--- config.mk ---
export PLATFORM = sky130hd
export DESIGN_NAME = ld_imm_top
export DESIGN_NICKNAME = d
export VERILOG_FILES = /design/src/ld_pkg.sv /design/src/ld_imm_top.sv /design/src/ld_register_bank.sv /design/src/ld_write_decoder.sv /design/src/ld_byte_sequencer.sv
export SDC_FILE = /design/constraint.sdc
export NUM_CORES = 1
export LEC_CHECK = 0
export ABC_CLOCK_PERIOD_IN_PS = 4100
export BUFFER_PORTS_ARGS = -buffer_cell sky130_fd_sc_hd__buf_2
export CORE_MARGIN = 3
export CORE_UTILIZATION = 57
export DETAILED_ROUTE_END_ITERATION = 8
export MAX_ROUTING_LAYER = met4
export PLACE_DENSITY = 0.91
export REMOVE_ABC_BUFFERS = 1
export SYNTH_ARGS = -nofsm -noshare
export SYNTH_HDL_FRONTEND = slang
export SYNTH_SLANG_ARGS = --single-unit
--- constraint.sdc ---
create_clock -name clk -period 4.1 [get_ports clk]
set_input_delay 0.615 -clock clk [delete_from_list [all_inputs] [get_ports clk]]
set_output_delay 0.615 -clock clk [all_outputs]
set_load 0.01 [all_outputs]
--- src/ld_pkg.sv ---
// ====================================================================
// Shared widths, LD dd,nn opcode constants and stage structs.
// Pair encoding follows the dd field: 0 BC, 1 DE, 2 HL, 3 SP.
// ====================================================================
package ld_pkg;

    // ================================================================
    // Basic types
    // ================================================================

    typedef logic [7:0]  byte_t;
    typedef logic [15:0] word_t;
    typedef logic [1:0]  pair_t;

    // One-hot register write enable, one bit per target byte
    typedef logic [7:0]  reg_sel_t;

    // ================================================================
    // Opcode recognition
    // ================================================================

    // LD dd,nn is 00dd0001, so only the dd bits are free
    localparam byte_t LD_DD_NN_MASK  = 8'b1100_1111;
    localparam byte_t LD_DD_NN_MATCH = 8'b0000_0001;
    localparam int    DD_LSB         = 4;

    // ================================================================
    // Write enable positions
    // ================================================================

    // Low bank takes the first immediate byte
    localparam logic [2:0] SEL_C     = 3'd0;
    localparam logic [2:0] SEL_E     = 3'd1;
    localparam logic [2:0] SEL_L     = 3'd2;
    localparam logic [2:0] SEL_SP_LO = 3'd3;

    // High bank takes the second immediate byte
    localparam logic [2:0] SEL_B     = 3'd4;
    localparam logic [2:0] SEL_D     = 3'd5;
    localparam logic [2:0] SEL_H     = 3'd6;
    localparam logic [2:0] SEL_SP_HI = 3'd7;

    // ================================================================
    // Stage types
    // ================================================================

    typedef enum logic [1:0] {
        OPCODE,
        IMM_LOW,
        IMM_HIGH
    } seq_state_e;

    // Stage 1 output, one per immediate byte
    typedef struct packed {
        logic  valid;
        logic  high;
        pair_t pair;
        byte_t data;
    } seq_item_t;

    // Stage 2 output, one register write
    typedef struct packed {
        logic     valid;
        logic     last;
        reg_sel_t sel;
        byte_t    data;
    } reg_wr_t;

    typedef struct packed {
        byte_t b;
        byte_t c;
        byte_t d;
        byte_t e;
        byte_t h;
        byte_t l;
        word_t sp;
    } reg_bank_t;

endpackage
--- src/ld_imm_top.sv ---
// ====================================================================
// A byte strobe reaches regs three clock edges later.
// ====================================================================
module ld_imm_top (
    input  logic              clk,
    input  logic              rst_n,
    input  logic              byte_valid,
    input  ld_pkg::byte_t     byte_data,
    output ld_pkg::reg_bank_t regs,
    output logic              ld_done
);

    ld_pkg::seq_item_t seq_item;
    ld_pkg::reg_wr_t   reg_wr;

    ld_byte_sequencer u_sequencer (
        .clk        (clk),
        .rst_n      (rst_n),
        .byte_valid (byte_valid),
        .byte_data  (byte_data),
        .item       (seq_item)
    );

    ld_write_decoder u_decoder (
        .clk   (clk),
        .rst_n (rst_n),
        .item  (seq_item),
        .wr    (reg_wr)
    );

    ld_register_bank u_bank (
        .clk     (clk),
        .rst_n   (rst_n),
        .wr      (reg_wr),
        .regs    (regs),
        .ld_done (ld_done)
    );

endmodule

--- src/ld_register_bank.sv ---
// ====================================================================
// Each write updates one byte. ld_done pulses on the final write.
// ====================================================================
module ld_register_bank (
    input  logic              clk,
    input  logic              rst_n,
    input  ld_pkg::reg_wr_t   wr,
    output ld_pkg::reg_bank_t regs,
    output logic              ld_done
);

    always_ff @(posedge clk or negedge rst_n) begin
        if (!rst_n) begin
            regs    <= '0;
            ld_done <= 1'b0;
        end else begin
            ld_done <= wr.valid & wr.last;

            if (wr.valid) begin
                // Low bank
                if (wr.sel[ld_pkg::SEL_C]) begin
                    regs.c <= wr.data;
                end
                if (wr.sel[ld_pkg::SEL_E]) begin
                    regs.e <= wr.data;
                end
                if (wr.sel[ld_pkg::SEL_L]) begin
                    regs.l <= wr.data;
                end
                if (wr.sel[ld_pkg::SEL_SP_LO]) begin
                    regs.sp[7:0] <= wr.data;
                end

                // High bank
                if (wr.sel[ld_pkg::SEL_B]) begin
                    regs.b <= wr.data;
                end
                if (wr.sel[ld_pkg::SEL_D]) begin
                    regs.d <= wr.data;
                end
                if (wr.sel[ld_pkg::SEL_H]) begin
                    regs.h <= wr.data;
                end
                if (wr.sel[ld_pkg::SEL_SP_HI]) begin
                    regs.sp[15:8] <= wr.data;
                end
            end
        end
    end

endmodule

--- src/ld_write_decoder.sv ---
// ====================================================================
// One item in gives exactly one one-hot write enable, one cycle later.
// ====================================================================
module ld_write_decoder (
    input  logic              clk,
    input  logic              rst_n,
    input  ld_pkg::seq_item_t item,
    output ld_pkg::reg_wr_t   wr
);

    logic [2:0]       low_pos;
    logic [2:0]       high_pos;
    ld_pkg::reg_sel_t sel;

    // The pair picks one enable in each bank
    always_comb begin
        case (item.pair)
            2'd0: begin
                low_pos  = ld_pkg::SEL_C;
                high_pos = ld_pkg::SEL_B;
            end
            2'd1: begin
                low_pos  = ld_pkg::SEL_E;
                high_pos = ld_pkg::SEL_D;
            end
            2'd2: begin
                low_pos  = ld_pkg::SEL_L;
                high_pos = ld_pkg::SEL_H;
            end
            default: begin
                low_pos  = ld_pkg::SEL_SP_LO;
                high_pos = ld_pkg::SEL_SP_HI;
            end
        endcase
    end

    // The phase then picks the bank
    always_comb begin
        sel = '0;
        if (item.valid) begin
            sel[item.high ? high_pos : low_pos] = 1'b1;
        end
    end

    always_ff @(posedge clk or negedge rst_n) begin
        if (!rst_n) begin
            wr <= '0;
        end else begin
            wr.valid <= item.valid;
            // High byte closes the instruction
            wr.last  <= item.valid & item.high;
            wr.sel   <= sel;
            wr.data  <= item.data;
        end
    end

endmodule

--- src/ld_byte_sequencer.sv ---
// ====================================================================
// Bytes arrive as single-cycle strobes with no back-pressure.
// Any opcode other than LD dd,nn is treated as a one-byte instruction.
// ====================================================================
module ld_byte_sequencer (
    input  logic              clk,
    input  logic              rst_n,
    input  logic              byte_valid,
    input  ld_pkg::byte_t     byte_data,
    output ld_pkg::seq_item_t item
);

    ld_pkg::seq_state_e state;
    ld_pkg::seq_state_e state_next;
    ld_pkg::pair_t      pair_q;
    ld_pkg::pair_t      pair_next;
    ld_pkg::seq_item_t  item_next;
    logic               is_ld_dd_nn;

    assign is_ld_dd_nn =
        (byte_data & ld_pkg::LD_DD_NN_MASK) == ld_pkg::LD_DD_NN_MATCH;

    // ================================================================
    // Next-state logic
    // ================================================================

    always_comb begin
        state_next = state;
        pair_next  = pair_q;
        item_next  = '0;

        if (byte_valid) begin
            case (state)
                ld_pkg::OPCODE: begin
                    // Opcode bytes only advance the phase, nothing is emitted
                    if (is_ld_dd_nn) begin
                        pair_next  = byte_data[ld_pkg::DD_LSB +: $bits(ld_pkg::pair_t)];
                        state_next = ld_pkg::IMM_LOW;
                    end
                end

                ld_pkg::IMM_LOW: begin
                    item_next.valid = 1'b1;
                    item_next.high  = 1'b0;
                    item_next.pair  = pair_q;
                    item_next.data  = byte_data;
                    state_next      = ld_pkg::IMM_HIGH;
                end

                ld_pkg::IMM_HIGH: begin
                    item_next.valid = 1'b1;
                    item_next.high  = 1'b1;
                    item_next.pair  = pair_q;
                    item_next.data  = byte_data;
                    state_next      = ld_pkg::OPCODE;
                end

                default: begin
                    state_next = ld_pkg::OPCODE;
                end
            endcase
        end
    end

    // ================================================================
    // Registers
    // ================================================================

    always_ff @(posedge clk or negedge rst_n) begin
        if (!rst_n) begin
            state  <= ld_pkg::OPCODE;
            pair_q <= '0;
            item   <= '0;
        end else begin
            state  <= state_next;
            pair_q <= pair_next;
            item   <= item_next;
        end
    end

endmodule

==> metrics.log, run 1 <==
[metrics] area grow syn2layout: 18.2%
[metrics] height of the die: 85.0 um
[metrics] total power density per cell area: 467 mW/mm2
[metrics] die span in x: 85.0 um
[metrics] Pleak: 2.38 nW
[metrics] number of gates resized after cts: 0
[metrics] count of cells along the worst hold path: 0
[metrics] area of the die: 0.00723 mm2
[metrics] Wirelength per Cell: 17.6 um
[metrics] setup skew after layout: 0.00990 ns
[metrics] pin count of the biggest net entering global routing: 76
[metrics] overall routing resource usage: 0.215
[metrics] dpl cells: 370
[metrics] hold path startpoint: u_sequencer.item[1]
[metrics] Crit path required time: 3.48 ns
[metrics] number of input and output port buffers inserted: 75
[metrics] portion of the clock cycle consumed by the worst path in the final layout: 0.372
[metrics] CP bufs+invs: 1
[metrics] DRC violations left: 0
[metrics] number of global-route vias before repair: 2180
[metrics] net count of the finished layout: 321
[metrics] Detailed Place HPWL: 4740 um
[metrics] number of different library cells in the post-synthesis netlist: 20
[metrics] number of top-level pins: 76
[metrics] final sum of negative setup slack: 0 ns
[metrics] compound-cell area share of the yosys netlist: 0.00668
[metrics] synthesis-stage register bit count: 99
[metrics] Total Wirelength: 6790 um
[metrics] Relative slew margins: 0.409
[metrics] Final Critical Period: 1.53 ns
[metrics] Critical Path Slowest Stage Cell: dfrtp_1
[metrics] multiplexer area fraction after synthesis: 0.212
[metrics] total design power: 0.00197 W
[metrics] ratio of cells with drive above 1 in the final layout: 0.505
[metrics] remaining antenna violation count: 0
[metrics] number of max-slew violations in the final report: 0
[metrics] clock slew seen by the registers of the worst setup and hold paths: 0.08 ns
[metrics] Seq. cell area: 0.00248 mm2
[metrics] Crit Reg-Reg Startpoint: u_sequencer.state[1]
[metrics] total inserted antenna cells: 0
[metrics] Root Buffer Master: clkbuf_8
[metrics] via count normalized by instance count: 5.28
[metrics] number of CTS-inserted buffers: 9
[metrics] Initial DRT Pass Iterations: 4
[metrics] worst-case hold path end point: u_decoder.wr[1]
[metrics] number of H-tree branching levels: 3
[metrics] Worst-Margin Slew: 0.886 ns
[metrics] final hold violation count: 0
[metrics] highest cell delay on the worst timing path: 0.41 ns
[metrics] global route total overflow: 0
[metrics] worst hold path class: register to register
[metrics] worst reg2reg path depth: 5
[metrics] cell chain of the critical path: buf_2
[metrics] final cell count without fillers: 386
[metrics] setup repair after global routing missed its margin: no
[metrics] mean post-synth cell area: 16.2 um2
[metrics] adder-cell share of the synthesized area: 0.0141
[metrics] Max FO, Critical Path: 2
[metrics] count of routing violations after the opening detailed-route iteration: 67
[metrics] clock sink total: 99
[metrics] mapped cell area: 0.00356 mm2
[metrics] Worst Setup Path Type: register to output port
[metrics] clock latency reported for the late side of the worst-skew pair: 0.35 ns
[metrics] clock tree from TritonCTS: yes
[metrics] number of antenna violations at the first check in global routing: 0
[metrics] kind of cell adding the most delay to the critical path: flip-flops
[metrics] highest clock frequency the design can meet: 0.656 GHz
[metrics] run status: completed
[metrics] post-synthesis xor/xnor area fraction: 0
[metrics] element type at the critical path end: output port
[metrics] post-CTS setup buffer count: 0
[metrics] initial core utilization: 0.594
[metrics] cts hold-fix bufs: 0
[metrics] number of buffers on the longest clock path: 2
[metrics] Worst EP arrival: 0.91 ns
[metrics] count of filler cells inserted in the layout: 424
[metrics] total number of vias: 2039
[metrics] combinational family with the most area after synthesis: multiplexers
[metrics] fraction of the mapped netlist area in simple logic gates: 0.0682
[metrics] startpoint types: register
[metrics] num rows: 28
[metrics] post-synthesis instance total: 220
[metrics] worst flop-to-flop path endpoint: u_sequencer.item[7]
[metrics] area of the placeable core: 0.00599 mm2
[metrics] warning count from the yosys run: 0
[metrics] flop-to-flop setup slack: 2.66 ns
[metrics] peak ir drop on the vdd network: 0.286 mV
[metrics] Final setup violation count: 0
[metrics] global-route wire length before repair: 11300 um
[metrics] footprint of the multi-input gates: 0.00107 mm2
[metrics] number of max-capacitance violations reported: 0
[metrics] Final GP Congestion: 0.825
[metrics] sequential cell area fraction in the yosys report: 0.696
-- state kept, by name, indices dropped and copies added (netlist names) --
register and cells:
u_bank.ld_done 1, u_sequencer.pair_q 2, u_bank.regs 64, u_decoder.wr 18
u_sequencer.item 12, u_sequencer.state 2
-- how the worst max path moves through the flow --
stage                         start              endpoint  slack [ns]  cells after the start
finish              u_bank.regs[17]              regs[17]        2.57                      1
global route        u_bank.regs[17]              regs[17]        2.53                      1
CTS                 u_bank.regs[17]              regs[17]        2.55                      1
detailed placement     byte_data[7]  u_sequencer.state[1]        2.38                      4
global placement       byte_data[7]  u_sequencer.state[1]        2.42                      4
floorplan              byte_data[7]  u_sequencer.state[1]        2.58                      3
-- cell type report --
type,count,area share
Sequential cell,99,0.589
Clock inverter,2,0.00238
Tap cell,75,0.0223
Inverter,2,0.00178
Multi-Input combinational cell,118,0.254
Clock buffer,14,0.0387
Timing Repair Buffer,76,0.0916
-- cell usage after synthesis (all sizes together) --
cell     n  area, um2
nor2b    2       12.5
a21oi    1       5.00
nand3    1       5.00
nor3     2       10.0
mux2i    1       10.0
dfrtp   99       2480
o21a     1       7.51
nor4     1       21.3
ha       4       50.1
nand4    1       6.26
nand2   11       41.3
a2111o   1       11.3
nor2     8       30.0
inv      2       7.51
buf      1       5.00
nand2b   3       18.8
nand4b   1       8.76
and2    14       88.8
mux2    66        743
-- layout by cell type (no fill, tap or decap) --
cell type,instances
and2_2,1
dfrtp_1,99
nand4_1,1
mux2_2,66
clkbuf_1,3
a2111o_1,1
nand2b_1,3
o21a_1,1
nor2_1,8
nand4b_1,1
nand2_1,11
nor3_1,2
clkbuf_8,11
inv_1,2
nor2b_1,2
mux2i_1,1
buf_4,2
nand3_1,1
and2_1,13
buf_2,74
ha_1,4
a21oi_1,1
nor4_4,1
clkinv_2,2
-- power by group --
| part | switching, W | leakage [nW] | internal [W] |
|---|---|---|---|
| Combinational | 0.000139 | 0.919 | 0.000122 |
| Sequential | 0.0000784 | 1.37 | 0.00108 |
| Clock | 0.000296 | 0.0905 | 0.000253 |
| Total | 0.000513 | 2.38 | 0.00145 |
-- kinds of logic (layout without fill, tap and decap cells) --
| kind of cell | count (synthesis) | after routing |
|---|---|---|
| DFF | 99 | 99 |
| muxes | 67 | 67 |
| and+or+nand+nor | 44 | 44 |
| adders and majority gates | 4 | 4 |
| AOI/OAI and AO/OA | 3 | 3 |
| buffers and inverters | 3 | 94 |
-- through the flow --
stage                     setup slack [ns]  utilization  hold slack (ns)  cell area (um2)
after floorplan                       2.58            -            0.319             3550
after global placement                2.42        0.673            0.333             4030
after CTS                             2.55        0.702            0.355             4210
final                                 2.57        0.702            0.352             4210
after global routing                  2.53        0.702            0.367             4210
after detailed placement              2.38        0.673            0.336             4030
-- per-layer routing --
metal,wire length [um],vias to the layer above,track usage
li1,-,933,-
met1,2850,1025,0.264
met5,0,-,-
met2,3400,69,0.348
met3,414,12,0.0369
met4,125,0,0.102
No activity file was read; power rests on OpenSTA's default activity.
==> run 2, diff against run 1 <==
- ABC_CLOCK_PERIOD_IN_PS: 4100 -> 1400
- CORE_UTILIZATION: 57 -> 48
- PLACE_DENSITY: 0.91 -> 0.82
- clock period: 4.1 -> 1.4 ns (I/O delays scaled with it)
==> run 2 against run 1 <==
  * Cell area increased by 5.3%
  * Critical path depth increased by 4
  * Count of clock-buffer cells in the layout decreased by 4
  * Clock power increased to 3.2 times the previous value
  * Utilization decreased by 6.8 points
  * Worst setup slack got worse by 2.5 ns
  * Non-clock buffer count increased by 15
  * Sequential share of layout area decreased by 3.0 points
  * Combinational power increased to 3.3 times the previous value
  * First-iteration DRC count increased by 27%
==> metrics.log, run 2 (synthesis gave the netlist of run 1 again) <==
[metrics] number of buffers on the longest clock path: 2 (unchanged)
[metrics] run status: completed (unchanged)
[metrics] cell internal power dissipation: 0.00442 W (was 0.00145 W)
[metrics] total stage count of the critical path: 5 (was 1)
[metrics] dpl cells: 404 (was 370)
[metrics] final sum of negative setup slack: 0 ns (unchanged)
[metrics] flop-to-flop setup slack: 0.06 ns (was 2.66 ns)
[metrics] Total Wirelength: 6870 um (was 6790 um)
[metrics] clock slew seen by the registers of the worst setup and hold paths: 0.09 ns (was 0.08 ns)
[metrics] height of the die: 92.1 um (was 85.0 um)
[metrics] final hold violation count: 0 (unchanged)
[metrics] Regs by FF count: u_bank.regs x64, u_decoder.wr x18, u_sequencer.item x12 (unchanged)
[metrics] area of the die: 0.00849 mm2 (was 0.00723 mm2)
[metrics] Critical Path Slowest Stage Cell: dfrtp_1 (unchanged)
[metrics] peak ir drop on the vdd network: 0.743 mV (was 0.286 mV)
[metrics] Crit path required time: 1.64 ns (was 3.48 ns)
[metrics] setup skew after layout: 0.0144 ns (was 0.00990 ns)
[metrics] Area after DPL: 0.00420 mm2 (was 0.00403 mm2)
[metrics] die span in x: 92.1 um (was 85.0 um)
[metrics] clock tree from TritonCTS: yes (unchanged)
[metrics] Final setup violation count: 0 (unchanged)
[metrics] number of input and output port buffers inserted: 75 (unchanged)
[metrics] highest clock frequency the design can meet: 0.745 GHz
[metrics] num rows: 30 (was 28)
[metrics] Initial DRT Pass Iterations: 4 (unchanged)
[metrics] flip-flop count of the largest register, all copies and words added: 64 (unchanged)
[metrics] Final Critical Period: 1.34 ns
[metrics] CP bufs+invs: 1 (unchanged)
[metrics] total number of vias: 2081 (was 2039)
[metrics] net count of the finished layout: 337 (was 321)
[metrics] startpoint types: register (unchanged)
[metrics] Max FO, Critical Path: 5 (was 2)
[metrics] global-route wire length before repair: 11000 um (was 11300 um)
[metrics] Final GP Congestion: 0.786 (was 0.825)
[metrics] DRC violations left: 0 (unchanged)
[metrics] final cell count without fillers: 423 (was 386)
[metrics] pin count of the biggest net entering global routing: 40 (was 76)
[metrics] Pleak: 2.47 nW (was 2.38 nW)
[metrics] NetSw: 0.00159 W (was 0.000513 W)
[metrics] number of max-slew violations in the final report: 0 (unchanged)
[metrics] most flop-heavy register: u_bank.regs (unchanged)
[metrics] total inserted antenna cells: 0 (unchanged)
[metrics] portion of the clock cycle consumed by the worst path in the final layout: 0.959
[metrics] Worst-Margin Slew: 0.362 ns (was 0.886 ns)
[metrics] Worst Setup Path Type: register to register (was register to output port)
[metrics] commonest cells after routing, fill and taps aside: 99 x dfrtp_1, 74 x buf_2, 66 x mux2_2 (unchanged)
[metrics] worst setup slack after layout: 0.0577 ns (was 2.57 ns)
[metrics] global route total overflow: 0 (unchanged)
[metrics] Comb power frac: 0.144 (was 0.132)
[metrics] number of max-capacitance violations reported: 0 (unchanged)
[metrics] number of top-level pins: 76 (unchanged)
[metrics] Crit Reg-Reg Startpoint: u_sequencer.state[1] (unchanged)
[metrics] initial core utilization: 0.510 (was 0.594)
[metrics] worst flop-to-flop path endpoint: u_sequencer.item[7] (unchanged)
[metrics] number of antenna violations at the first check in global routing: 0 (unchanged)
[metrics] count of routing violations after the opening detailed-route iteration: 85 (was 67)
[metrics] Relative slew margins: 0.758 (was 0.409)
[metrics] number of global-route vias before repair: 2100 (was 2180)
[metrics] area grow syn2layout: 24.5% (was 18.2%)
[metrics] worst hold path class: input port to register (was register to register)
[metrics] number of CTS-inserted buffers: 9 (unchanged)
[metrics] Root Buffer Master: clkbuf_8 (unchanged)
[metrics] cell chain of the critical path: inv_2 > ha_2 > and2_4 > o21a_4 > and2_2 (was buf_2)
[metrics] Worst EP arrival: 1.58 ns (was 0.91 ns)
[metrics] ratio of cells with drive above 1 in the final layout: 0.554 (was 0.505)
[metrics] highest cell delay on the worst timing path: 0.42 ns (was 0.41 ns)
[metrics] Detailed Place HPWL: 4980 um (was 4740 um)
[metrics] element type at the critical path end: register (was output port)
[metrics] Final Instance Area: 0.00443 mm2 (was 0.00421 mm2)
[metrics] CP startpoint: u_sequencer.state[1] (was u_bank.regs[17])
[metrics] via count normalized by instance count: 4.92 (was 5.28)
[metrics] clock network fraction of total power: 0.291 (was 0.279)
[metrics] leading cell type in the layout, fill and taps excluded: dfrtp_1 (unchanged)
[metrics] clock latency reported for the late side of the worst-skew pair: 0.35 ns (about the same)
[metrics] overall routing resource usage: 0.176 (was 0.215)
[metrics] area of the placeable core: 0.00698 mm2 (was 0.00599 mm2)
[metrics] number of H-tree branching levels: 3 (unchanged)
[metrics] worst reg2reg path depth: 5 (unchanged)
[metrics] clock sink total: 99 (unchanged)
[metrics] sw frac: 0.265 (was 0.261)
[metrics] Wirelength per Cell: 16.2 um (was 17.6 um)
[metrics] CP Capture Point: u_sequencer.item[7] (was regs[17])
[metrics] kind of cell adding the most delay to the critical path: flip-flops (unchanged)
[metrics] Worst Setup Slack post-DPL: -0.0132 ns (was 2.38 ns)
[metrics] total power density per cell area: 1360 mW/mm2 (was 467 mW/mm2)
[metrics] total design power: 0.00602 W (was 0.00197 W)
[metrics] fraction of power consumed by sequential logic: 0.565 (was 0.588)
[metrics] remaining antenna violation count: 0 (unchanged)
==> run 2: final cells by class <==
class	instances	area [um2]
well taps	96	120
repair buffers	91	538
flip-flops and latches	99	2480
clock buffers	10	128
fillers	540	2550
inverters	2	7.51
multi-input cells	119	1100
clock inverters	6	63.8
==> run 2: how the worst min path moves through the flow <==
stage,cells past startpoint,slack (ns),startpoint,endpoint
finish,2,0.1,byte_data[4],u_sequencer.item[4]
global route,2,0.08,byte_data[1],u_sequencer.item[1]
floorplan,0,-0.09,rst_n,u_bank.ld_done
detailed placement,1,0.06,rst_n,u_bank.regs[1]
CTS,2,0.08,byte_data[4],u_sequencer.item[4]
global placement,1,0.05,rst_n,u_bank.regs[25]
==> run 2: metal layers <==
layer  global-route usage  part of all wire  vias to the layer above
li1                     -                 -                      972
met1                0.229              0.45                     1044
met2                0.280              0.50                       58
met3               0.0353             0.041                        7
met4               0.0594             0.010                        0
met5                    -                 0                        -
==> run 2: power groups by stage <==
stage / clock [W] / sequential (W) / combinational, W
floorplan: 0 / 0.00346 / 0.000358
global placement: 0 / 0.00344 / 0.000755
detailed placement: 0 / 0.00346 / 0.000785
CTS: 0.00181 / 0.00340 / 0.000795
global route: 0.00193 / 0.00346 / 0.000958
finish: 0.00175 / 0.00340 / 0.000866
==> run 2: worst reg2reg max path, stage by stage (launching register included) <==
cell and delay (ns):
dfrtp_1 0.42, inv_2 0.10, ha_2 0.28, and2_4 0.15
o21a_4 0.12, and2_2 0.18
==> run 2: repair_timing <==
| item | in CTS | in global routing |
|---|---|---|
| buffers inserted | 0 | 1 |
| endpoints found under the setup margin | 1 | 13 |
| cloned | 0 | 1 |
| endpoints found under the hold margin | 99 | 0 |
| hold buffers | 1 | 0 |
| gates resized for setup | 1 | 7 |
==> run 2: per-stage QoR <==
stage / hold slack [ns] / util
3_5_place_dp: 0.0550 / 0.601
5_1_grt: 0.0780 / 0.635
6_report: 0.0961 / 0.635
2_1_floorplan: -0.0856 / -
4_1_cts: 0.0787 / 0.630
3_3_place_gp: 0.0516 / 0.601
